[src/source/fetch_pkg.sv]
`default_nettype none

package fetch_pkg;

  // ~~~~~~~~~~~~~~~~~~~~
  // sizes and constants
  // ~~~~~~~~~~~~~~~~~~~~

  localparam int xlen = 32;
  localparam int line_bytes = 8; // one line is two instructions.
  localparam int instr_bytes = 4;
  localparam int buffer_depth = 4;
  localparam int buffer_ptr_bits = $clog2(buffer_depth);
  // one request may still be in flight when full rises, so leave room for its line.
  localparam int full_level = buffer_depth - 1;
  localparam logic [xlen-1:0] reset_pc = 32'h0000_0000;

  typedef enum logic [1:0] {
    idle = 2'd0,
    busy = 2'd1,
    ctrl = 2'd2,
    inv  = 2'd3
  } fetch_state_t;

  // ~~~~~~~~~~~~~~~~~~~~
  // interface structs
  // ~~~~~~~~~~~~~~~~~~~~

  typedef struct packed {
    logic            trap;
    logic [xlen-1:0] mtvec;
    logic            mret;
    logic [xlen-1:0] mepc;
    logic            miss;
    logic [xlen-1:0] miss_addr;
    logic            fence;
    logic [xlen-1:0] fence_npc;
    logic            taken;
    logic [xlen-1:0] taddr;
  } redirect_in_t;

  typedef struct packed {
    logic            spec;   // set for any redirect.
    logic            fence;  // set only when the fence source wins.
    logic [xlen-1:0] target;
  } redirect_t;

  typedef struct packed {
    logic            valid;
    logic            fence;
    logic            spec;
    logic [xlen-1:0] addr;
  } imem_req_t;

  typedef struct packed {
    logic                ready;
    logic [2*xlen-1:0]   rdata;
  } imem_rsp_t;

  typedef struct packed {
    logic [xlen-1:0]     pc;
    logic [2*xlen-1:0]   rdata;
  } fetch_line_t;

  typedef struct packed {
    logic [xlen-1:0] pc0;
    logic [xlen-1:0] pc1;
    logic [xlen-1:0] instr0;
    logic [xlen-1:0] instr1;
    logic            ready0;
    logic            ready1;
  } fetch_pair_t;

endpackage

`default_nettype wire
[src/source/fetch_unit.sv]
`default_nettype none

module fetch_unit import fetch_pkg::*; (
  input  logic         clock,
  input  logic         reset,
  input  redirect_in_t redirect_in,
  input  logic         clear,
  input  logic         halt,
  input  imem_rsp_t    imem_rsp,
  output imem_req_t    imem_req,
  output fetch_pair_t  pair
);

  redirect_t   redirect;
  logic        full;
  logic        line_push;
  fetch_line_t line;

  fetch_redirect redirect_i (
    .redirect_in (redirect_in),
    .redirect    (redirect)
  );

  // pc, request state machine and memory port.
  fetch_control control_i (
    .clock     (clock),
    .reset     (reset),
    .clear     (clear),
    .redirect  (redirect),
    .full      (full),
    .imem_rsp  (imem_rsp),
    .imem_req  (imem_req),
    .line_push (line_push),
    .line      (line)
  );

  fetch_buffer buffer_i (
    .clock     (clock),
    .reset     (reset),
    .redirect  (redirect),
    .halt      (halt),
    .line_push (line_push),
    .line      (line),
    .full      (full),
    .pair      (pair)
  );

endmodule

`default_nettype wire

[src/source/fetch_buffer.sv]
`default_nettype none

module fetch_buffer import fetch_pkg::*; (
  input  logic        clock,
  input  logic        reset,
  input  redirect_t   redirect,
  input  logic        halt,
  input  logic        line_push,
  input  fetch_line_t line,
  output logic        full,
  output fetch_pair_t pair
);

  fetch_line_t                queue [buffer_depth];
  logic [buffer_ptr_bits-1:0] head;
  logic [buffer_ptr_bits-1:0] tail;
  logic [buffer_ptr_bits:0]   count;
  logic                       push;
  logic                       pop;
  logic                       head_valid;
  fetch_line_t                head_line;

  assign head_valid = (count != '0);
  assign push = line_push & ~redirect.spec; // a redirect drops the arriving line too.
  assign pop = head_valid & ~halt;
  assign full = (count >= (buffer_ptr_bits + 1)'(full_level));

  // ~~~~~~~~~~~~~~~~~~~~
  // queue storage
  // ~~~~~~~~~~~~~~~~~~~~

  always_ff @(posedge clock) begin
    if (push) begin
      queue[tail] <= line;
    end
  end

  always_ff @(posedge clock) begin
    if (!reset) begin
      head <= '0;
      tail <= '0;
      count <= '0;
    end else if (redirect.spec) begin
      // the whole stream is stale after a redirect.
      head <= '0;
      tail <= '0;
      count <= '0;
    end else begin
      if (push) begin
        tail <= tail + 1'b1;
      end
      if (pop) begin
        head <= head + 1'b1;
      end
      case ({push, pop})
        2'b10:   count <= count + 1'b1;
        2'b01:   count <= count - 1'b1;
        default: count <= count;
      endcase
    end
  end

  // ~~~~~~~~~~~~~~~~~~~~
  // head pair
  // ~~~~~~~~~~~~~~~~~~~~

  assign head_line = queue[head];

  always_comb begin
    pair.pc0 = {head_line.pc[xlen-1:3], 1'b0, head_line.pc[1:0]};
    pair.pc1 = pair.pc0 + xlen'(instr_bytes);
    pair.instr0 = head_line.rdata[xlen-1:0];
    pair.instr1 = head_line.rdata[2*xlen-1:xlen];
    // a target in the upper half skips the lower instruction.
    pair.ready0 = head_valid & ~head_line.pc[2];
    pair.ready1 = head_valid;
  end

endmodule

`default_nettype wire

[src/source/fetch_control.sv]
`default_nettype none

module fetch_control import fetch_pkg::*; (
  input  logic        clock,
  input  logic        reset,
  input  logic        clear,
  input  redirect_t   redirect,
  input  logic        full,
  input  imem_rsp_t   imem_rsp,
  output imem_req_t   imem_req,
  output logic        line_push,
  output fetch_line_t line
);

  fetch_state_t    state;
  fetch_state_t    state_next;
  logic [xlen-1:0] pc;
  logic [xlen-1:0] pc_next;
  logic [xlen-1:0] req_addr;
  logic [xlen-1:0] req_pc;     // address of the request in flight.
  logic            can_issue;
  logic            issue;
  logic            fence_pend; // an invalidate goes out with the next request.
  logic            spec_pend;

  assign req_addr = {pc[xlen-1:2], 2'b00};

  // ~~~~~~~~~~~~~~~~~~~~
  // request decision
  // ~~~~~~~~~~~~~~~~~~~~

  always_comb begin
    case (state)
      idle:    can_issue = ~clear;
      busy:    can_issue = imem_rsp.ready;
      ctrl:    can_issue = imem_rsp.ready; // the cancelled response ends here.
      inv:     can_issue = imem_rsp.ready;
      default: can_issue = 1'b0;
    endcase
  end

  // a redirect in this cycle moves the pc first, the request follows next cycle.
  // no request leaves while reset is held.
  assign issue = can_issue & ~full & ~redirect.spec & reset;

  always_comb begin
    state_next = state;
    if (issue) begin
      state_next = busy;
    end else if (can_issue || state == idle) begin
      // nothing is outstanding, so wait in idle for room or a settled pc.
      state_next = idle;
    end else if (redirect.spec) begin
      state_next = redirect.fence ? inv : ctrl;
    end
  end

  always_comb begin
    pc_next = pc;
    if (redirect.spec) begin
      pc_next = redirect.target;
    end else if (issue) begin
      pc_next = {pc[xlen-1:3], 3'b000} + xlen'(line_bytes);
    end
  end

  // ~~~~~~~~~~~~~~~~~~~~
  // registers
  // ~~~~~~~~~~~~~~~~~~~~

  always_ff @(posedge clock) begin
    if (!reset) begin
      state <= idle;
      pc <= reset_pc;
      fence_pend <= 1'b0;
      spec_pend <= 1'b0;
    end else begin
      state <= state_next;
      pc <= pc_next;
      if (redirect.spec) begin
        spec_pend <= 1'b1;
        fence_pend <= fence_pend | redirect.fence;
      end else if (issue) begin
        spec_pend <= 1'b0;
        fence_pend <= 1'b0;
      end
    end
  end

  always_ff @(posedge clock) begin
    if (issue) begin
      req_pc <= req_addr;
    end
  end

  // ~~~~~~~~~~~~~~~~~~~~
  // outputs
  // ~~~~~~~~~~~~~~~~~~~~

  assign imem_req.valid = issue;
  assign imem_req.fence = issue & fence_pend;
  assign imem_req.spec = issue & spec_pend;
  assign imem_req.addr = req_addr;

  // responses seen in ctrl or inv belong to a cancelled request.
  assign line_push = (state == busy) & imem_rsp.ready;
  assign line.pc = req_pc;
  assign line.rdata = imem_rsp.rdata;

endmodule

`default_nettype wire

[src/source/fetch_redirect.sv]
`default_nettype none

module fetch_redirect import fetch_pkg::*; (
  input  redirect_in_t redirect_in,
  output redirect_t    redirect
);

  // ~~~~~~~~~~~~~~~~~~~~
  // priority decode
  // ~~~~~~~~~~~~~~~~~~~~
  // highest first: trap, mret, misprediction, fence, predicted taken.
  // with no source active the result is all zero and the pc advances.

  always_comb begin
    redirect = '0;

    if (redirect_in.trap) begin
      redirect.spec = 1'b1;
      redirect.fence = 1'b0;
      redirect.target = redirect_in.mtvec;
    end else if (redirect_in.mret) begin
      redirect.spec = 1'b1;
      redirect.fence = 1'b0;
      redirect.target = redirect_in.mepc;
    end else if (redirect_in.miss) begin
      // the corrected address from execute.
      redirect.spec = 1'b1;
      redirect.fence = 1'b0;
      redirect.target = redirect_in.miss_addr;
    end else if (redirect_in.fence) begin
      redirect.spec = 1'b1;
      redirect.fence = 1'b1; // the memory must invalidate before refetch.
      redirect.target = redirect_in.fence_npc;
    end else if (redirect_in.taken) begin
      redirect.spec = 1'b1;
      redirect.fence = 1'b0;
      redirect.target = redirect_in.taddr;
    end
  end

endmodule

`default_nettype wire

[config.mk]
export PLATFORM = sky130hd
export DESIGN_NAME = fetch_unit
export DESIGN_NICKNAME = d
export VERILOG_FILES = /design/src/source/fetch_pkg.sv /design/src/source/fetch_unit.sv /design/src/source/fetch_buffer.sv /design/src/source/fetch_control.sv /design/src/source/fetch_redirect.sv
export SDC_FILE = /design/constraint.sdc
export NUM_CORES = 1
export LEC_CHECK = 0
export BUFFER_PORTS_ARGS = -buffer_cell sky130_fd_sc_hd__buf_2
export CAP_MARGIN = 20
export CORE_MARGIN = 2
export CORE_UTILIZATION = 50
export DETAILED_ROUTE_END_ITERATION = 10
export GPL_TIMING_DRIVEN = 0
export HOLD_SLACK_MARGIN = 0.1
export PLACE_DENSITY = 0.84
export SLEW_MARGIN = 20
export SYNTH_ARGS = -nofsm -noshare
export SYNTH_HDL_FRONTEND = slang
export SYNTH_HIERARCHICAL = 1
export SYNTH_SLANG_ARGS = --single-unit
[constraint.sdc]
create_clock -name clock -period 4.3 [get_ports clock]
set_input_delay 0 -clock clock [delete_from_list [all_inputs] [get_ports clock]]
set_output_delay 0 -clock clock [all_outputs]
set_load 0.02 [all_outputs]
==> Yosys cells after proc, flatten, opt, wreduce, memory -nomap -nowiden <==
Memory sizes are Yosys's and may differ from the RTL's. A register that Yosys moved wholly into a read port is not among the register bits.
Index checks and enable logic that the tools add are counted.
W data, S select, Z words.
{ "totals": {"mem_bits_ro": 0, "ramBits": 376, "latch_bits": 0, "wordCells": 67, "out_inout_bits": 165, "reg_bits": 73, "inputBits": 234, "n_memories": 1} }
{ "classes": {"n_lt_le_gt_ge": 1, "reduce_logical": 9, "muxes": 20, "n_eq_ne": 5, "div_mod_pow": 0, "addsub": 6, "n_bitwise": 16, "shifts": 0, "mul": 0} }
{ "mem_list": {"columns": ["name", "words", "word_bits", "read_ports", "rd_ports_with_merged_regs", "write_ports", "line", "source"], "rows": [
  ["buffer_i.queue", 4, 94, 1, 1, 1, "fetch_buffer.sv:14", "fetch_line_t queue [buffer_depth];"]
]} }
{ "ops": {"columns": ["cell", "n"], "rows": [
  ["$mux W34", 5],
  ["$mux W32", 2],
  ["$add A32 B3 Y32 const B", 1],
  ["$add A32 B4 Y32 const B", 1],
  ["$and A1 B1 Y1", 9],
  ["$mux W1", 9],
  ["$eq A2 B2 Y1 const B", 3],
  ["$not A1 Y1", 6],
  ["$pmux W3 S2", 1],
  ["$reduce_bool A3 Y1", 2],
  ["$reduce_or A3 Y1", 2],
  ["$add A2 B1 Y2 const B", 2],
  ["$eq A2 B1 Y1 const B", 2],
  ["$mux W2", 2],
  ["$reduce_bool A2 Y1", 2],
  ["$add A3 B1 Y3 const B", 1],
  ["$ge A3 B2 Y1 const B", 1],
  ["$sub A3 B1 Y3 const B", 1],
  ["$logic_not A2 Y1", 1],
  ["$pmux W1 S2", 1],
  ["$reduce_or A2 Y1", 1],
  ["$logic_or A1 B1 Y1", 1],
  ["$or A1 B1 Y1", 1]
]} }

==> Depth between registers and ports, before layout <==
Gate-level depths: netlist of the first run.
{ "logic_depth": {"depth_word": 10, "depth_mapped": 12, "mapped_depth_nobuf": 10} }

==> By module <==
The synthesis of the first run kept the hierarchy.
{ "by_module_without_submodules": {"columns": ["module", "instances", "cells_per_inst", "area_per_inst_um2"], "rows": [
  ["fetch_buffer", 1, 592, 14586.5],
  ["fetch_control", 1, 327, 3238.1],
  ["fetch_redirect", 1, 160, 1159.9]
]} }

==> Worst setup path after synthesis of the first run <==
No wires, ideal clock.
{ "synth_timing": {"kind": "input to register", "start": "in redirect_in[164] (netlist bit)", "end": "mem buffer_i/queue[0][0] (netlist bit) (enable)", "cell_stages": 6, "path_buffers": 2, "path_slack_ps": 496, "t_arrival_ps": 3338, "cell_sequence": "buf_6 or2_1 buf_6 or4_4 nor2b_1 and2_1"} }
{ "synth_lines": {"columns": ["element", "line", "source"], "rows": [
  ["start, declared", "fetch_unit.sv:6", "input redirect_in_t redirect_in,"],
  ["end, declared", "fetch_buffer.sv:14", null]
]} }

==> impl_metrics.env, run 1 <==
export IMPL_status="finished, final reports clean"
export IMPL_worst_ep_arrival_time_ns=3.00
export IMPL_p_total_uw=9410
export IMPL_worst_slack_ns=1.30
export IMPL_grt_pass1_wl_um=69500
export IMPL_achievable_frequency_mhz=333
export IMPL_slew_headroom=0.397
export IMPL_synth_cells=1071
export IMPL_nNetsFinal=1842
export IMPL_vias_per_cell=5.42
export IMPL_report_final_slew_viol_count=0
export IMPL_crit_path_start_kind="input port"
export IMPL_dpl_hpwl_um=32300
export IMPL_h_tree_depth=2
export IMPL_antenna_found_initial=2
export IMPL_fin_util=0.653
export IMPL_required_ns=4.30
export IMPL_clock_latency_ns=0.55
export IMPL_final_period_utilization=0.698
export IMPL_dieArea_um2=39400
export IMPL_cts_tree="yes"
export IMPL_hold_viol=0
export IMPL_grt_pass1_vias=12324
export IMPL_start_util=0.505
export IMPL_grt_max_degree=47
export IMPL_cpPeakStageDelay_ns=0.50
export IMPL_routedWlPerCell_um=21.7
export IMPL_cellLeakagePower_uw=0.00889
export IMPL_ios=399
export IMPL_cts_sinks=457
export IMPL_path_clk_slew_ns=0.06
export IMPL_drive_above_1_share=0.389
export IMPL_port_buffer_count=317
export IMPL_hold_path_class="input port to register"
export IMPL_grt_overflow=0
export IMPL_grt_usage=0.236
export IMPL_place_ws_ns=1.22
export IMPL_fin_crit_ns=3.00
export IMPL_via_count=11649
export IMPL_rsz0062_at_grt="false"
export IMPL_worst_pin_slew_ns=0.897
export IMPL_numCtsBuffers=46
export IMPL_clock_skew_ns=0.0217
export IMPL_cap_violations=0
export IMPL_die_height_um=199
export IMPL_path_cells="buf_2 -> or2_1 -> buf_6 -> or4_4 -> buf_2 -> or2_1 -> a21o_2 -> clkbuf_1 -> nor2_4 -> buf_16 -> buf_4 -> buf_2"
export IMPL_synth_avg_cell_area_um2=17.7
export IMPL_wirelength_um=46700
export IMPL_gp_congestion=0.954
export IMPL_clockBufferDepth=3
export IMPL_register_area_um2=13300
export IMPL_syn2layout_area_growth_pct=29.4
export IMPL_path_class="input port to output pin"
export IMPL_syn_cell_area_um2=18900
export IMPL_row_count=71
export IMPL_ir_drop_uv=253
export IMPL_drtIter0Drc=700
export IMPL_dieWidth_um=199
export IMPL_antenna_left=0
export IMPL_cts_root_buf="clkbuf_16"
export IMPL_path_max_fanout=18
export IMPL_yosys_warnings=6
export IMPL_multi_input_area_um2=4490
export IMPL_critPathSlowestCell="nor2_4"
export IMPL_setup_worst_path_end_class="output pin"
export IMPL_p_per_area_nw_per_um2=384
export IMPL_fillers=2588
export IMPL_post_cts_resized=0
export IMPL_core_um2=37500
export IMPL_setup_tns_ns=0
export IMPL_setup_violations=0
export IMPL_drcViolationCount=0
export IMPL_post_cts_buffers=0
export IMPL_crit_top_cell="buf_2"
export IMPL_firstDrtPassIters=5
## final timing paths
| path | start | end | slack, ns | depth (start not counted) |
|---|---|---|---|---|
| setup / recovery | redirect_in[131] | imem_req[34] | 1.30 | 12 |
| hold / removal | clear | control_i/pc[11] | 0.13 | 6 |
| hold reg to reg | control_i/fence_pend | control_i/fence_pend | 0.48 | 2 |
| setup reg to reg | buffer_i/count[1] | control_i/pc[31] | 1.72 | 6 |
## sequential cells by signal, indices dropped and copies added (netlist names), named ones only
name / count
buffer_i/count: 3
control_i/fence_pend: 1
control_i/req_pc: 30
buffer_i/queue: 384
control_i/pc: 30
buffer_i/head: 2
control_i/spec_pend: 1
control_i/state: 2
buffer_i/tail: 2
## repair_timing
action | 4_1_cts | 5_1_grt
endpoints found under the hold margin | 297 | 0
hold buffers | 153 | 0
setup endpoints to repair | 0 | 0
## metrics by stage
stage / cell area, µm² / cells / hold slack [ns]
final: 24500 / 2149 / 0.129
after floorplan: 18900 / 1074 / 0.0793
after detailed placement: 21400 / 1911 / 0.204
after global routing: 24500 / 2149 / 0.155
after CTS: 24500 / 2147 / 0.105
after global placement: 21200 / 1902 / 0.199
## cells in the final DEF, fill, tap and decap left out, types with 31 or more instances in the layout
master,instances
buf_2,332
clkbuf_1,41
nor2b_1,31
mux4_2,96
a21oi_1,32
dfxtp_1,43
clkbuf_16,50
edfxtp_1,414
dlygate4sd3_1,153
buf_4,105
## metal layers
layer  vias to the layer above  part of all wire  track usage
met3                       131             0.066       0.0453
met1                      5751              0.36        0.260
met4                         0             0.055        0.131
met2                       522              0.52        0.428
li1                       5245                 -            -
met5                         -                 0            0
## where the power goes
part	internal, µW	switching (µW)	total, µW
Combinational	290	245	535
Sequential	4840	41.7	4890
Clock	2400	1590	3990
Total	7530	1880	9410
## cell type report
| type | instances | share of cell area |
|---|---|---|
| Antenna cell | 2 | 0.000204 |
| Buffer | 163 | 0.0460 |
| Clock buffer | 62 | 0.0542 |
| Clock inverter | 21 | 0.00838 |
| Inverter | 13 | 0.00199 |
| Multi-Input combinational cell | 441 | 0.183 |
| Sequential cell | 457 | 0.543 |
| Tap cell | 511 | 0.0261 |
| Timing Repair Buffer | 479 | 0.137 |
## worst max-delay path, delay by kind of cell
family	cells	cell delay (ns)
buf+inv	7	1.28
compound gates	1	0.23
simple gates	4	1.48
Note: power is estimated with default switching activity, not from simulation.
==> run 2: changes to the inputs <==
ABC_AREA = 1   (was default)
PLACE_DENSITY = 0.83   (was 0.84)
clock period = 2.8 ns   (was 4.3 ns; I/O delays follow)
==> impl_metrics.env, run 2 <==
export IMPL_status="finished, final reports clean"
export IMPL_gp_congestion=0.940
export IMPL_wirelength_um=60200
export IMPL_grt_usage=0.276
export IMPL_firstDrtPassIters=6
export IMPL_r2r_slack_ns=0.19
export IMPL_h_tree_depth=2
export IMPL_post_cts_resized=0
export IMPL_antenna_left=0
export IMPL_largest_reg_flops=384
export IMPL_clock_latency_ns=0.56
export IMPL_clock_skew_ns=0.0270
export IMPL_fin_crit_ns=2.68
export IMPL_port_buffer_count=316
export IMPL_place_ws_ns=-0.0948
export IMPL_ios=399
export IMPL_worstHoldStart="redirect_in[131]"
export IMPL_worst_slack_ns=0.118
export IMPL_required_ns=2.80
export IMPL_reg2reg_depth=7
export IMPL_cellLeakagePower_uw=0.0102
export IMPL_grt_pass1_vias=16150
export IMPL_path_clk_slew_ns=0.06
export IMPL_dieWidth_um=206
export IMPL_synth_avg_cell_area_um2=11.2
export IMPL_cp_depth=6
export IMPL_dpl_hpwl_um=40600
export IMPL_via_count=16223
export IMPL_p_per_area_nw_per_um2=554
export IMPL_achievable_frequency_mhz=373
export IMPL_crit_path_start_kind="register"
export IMPL_vias_per_cell=5.54
export IMPL_path_cells="buf_6 -> buf_2 -> o21ai_1 -> o22ai_1 -> buf_4 -> buf_2"
export IMPL_yosys_warnings=6
export IMPL_grt_pass1_wl_um=88700
export IMPL_report_final_slew_viol_count=0
export IMPL_cts_root_buf="clkbuf_16"
export IMPL_synth_cells=1821
export IMPL_setup_violations=0
export IMPL_routedWlPerCell_um=20.6
export IMPL_antenna_found_initial=1
export IMPL_regMostFlops="buffer_i/queue"
export IMPL_clockBufferDepth=3
export IMPL_crit_top_cell="buf_2"
export IMPL_die_height_um=206
export IMPL_r2r_end="buffer_i/queue[2][45]"
export IMPL_setup_worst_path_end_class="output pin"
export IMPL_row_count=73
export IMPL_slew_headroom=0.587
export IMPL_syn2layout_area_growth_pct=28.6
export IMPL_worst_pin_slew_ns=0.619
export IMPL_cap_violations=0
export IMPL_drtIter0Drc=1689
export IMPL_start_util=0.509
export IMPL_core_um2=40000
export IMPL_grt_max_degree=41
export IMPL_cpPeakStageDelay_ns=0.69
export IMPL_critPathSlowestCell="dfxtp_1"
export IMPL_cts_tree="yes"
export IMPL_path_max_fanout=10
export IMPL_r2r_start="control_i/state[0]"
export IMPL_syn_cell_area_um2=20400
export IMPL_numCtsBuffers=43
export IMPL_nNetsFinal=2607
export IMPL_ir_drop_uv=412
export IMPL_final_period_utilization=0.958
export IMPL_fin_util=0.655
export IMPL_rsz0062_at_grt="false"
export IMPL_hold_path_class="input port to register"
export IMPL_crit_buf_inv=4
export IMPL_drive_above_1_share=0.270
export IMPL_layout_commonest_cell="edfxtp_1"
export IMPL_cts_sinks=457
export IMPL_hold_viol=0
export IMPL_worstHoldPathCells=7
export IMPL_post_cts_buffers=0
export IMPL_final_cell_mix="edfxtp_1, buf_2, nor2_1, nand2_1, dlygate4sd3_1"
export IMPL_grt_overflow=0
export IMPL_cpLargestDelayFamily="buffers and inverters"
export IMPL_drcViolationCount=0
export IMPL_dieArea_um2=42400
export IMPL_fillers=2884
export IMPL_worstHoldEndpoint="control_i/fence_pend"
export IMPL_worst_ep_arrival_time_ns=2.68
export IMPL_path_class="register to output pin"
export IMPL_reg_top3="buffer_i/queue: 384 flops, control_i/pc: 30 flops, control_i/req_pc: 30 flops"
run 2: cell types whose count changed in the layout (fill, tap and decap cells not counted), moves of 54 or more:
cell and change:
nor2_1 +255, mux4_2 -96, nand2_1 +219, inv_1 +54, o21ai_1 +86, o21ai_0 +100
o22ai_1 +95, nand3_1 +60
run 2: worst max-delay path by stage:
stage                                  start               endpoint  slack (ns)
after floorplan              redirect_in[32]   buffer_i/queue[0][0]       -1.01
after CTS                 control_i/state[0]  buffer_i/queue[1][32]         0.1
after detailed placement     redirect_in[98]  buffer_i/queue[1][45]       -0.09
after global routing      control_i/state[0]  buffer_i/queue[2][21]       0.006
final                               register              pair[114]        0.12
after global placement       redirect_in[98]  buffer_i/queue[3][17]       -3.10
run 2: layout make-up:
class | instances | area, µm² | share of cell area
diodes | 1 | 2.50 | 0.0000955
plain buffers | 207 | 1530 | 0.0584
clock buffers | 50 | 1120 | 0.0429
clock inverters | 30 | 348 | 0.0133
inverters | 75 | 297 | 0.0113
multi-input cells | 1086 | 5290 | 0.202
flip-flops and latches | 457 | 13300 | 0.507
well taps | 525 | 657 | 0.0251
repair buffers | 496 | 3650 | 0.139
run 2: per-layer routing:
layer,GRT usage,vias up,wire [µm]
li1,-,7415,-
met1,0.307,7747,21200
met2,0.514,920,31600
met3,0.0510,141,5020
met4,0.118,0,2360
met5,0,-,0
run 2: power by group:
group          switching, µW  internal (µW)
sequential              74.1           7440
combinational            467            485
clock                   2490           3550
total                   3030          11500
run 2: worst min-delay path: stages:
cell and delay (ns):
buf_2 0.11, inv_4 0.06, nand2_8 0.07, buf_6 0.15, nor3_1 0.07, nand2_1 0.09
a21oi_1 0.07
run 2: stage by stage:
| stage | std cells | cell area [µm²] | power, µW | hold slack (ns) | setup TNS (ns) |
|---|---|---|---|---|---|
| finish | 2927 | 26200 | 14500 | 0.132 | 0 |
| global route | 2927 | 26200 | 14900 | 0.167 | 0 |
| CTS | 2925 | 26200 | 14500 | 0.101 | 0 |
| detailed placement | 2683 | 23100 | 8370 | 0.202 | -2.05 |
| global placement | 2665 | 22600 | 8360 | 0.198 | -1165.76 |
| floorplan | 1824 | 20400 | 8060 | 0.195 | -389.49 |
run 2: timing repair:
item,4_1_cts,5_1_grt
hold endpoints to repair,299,0
hold buffers,162,0
endpoints found under the setup margin,0,4
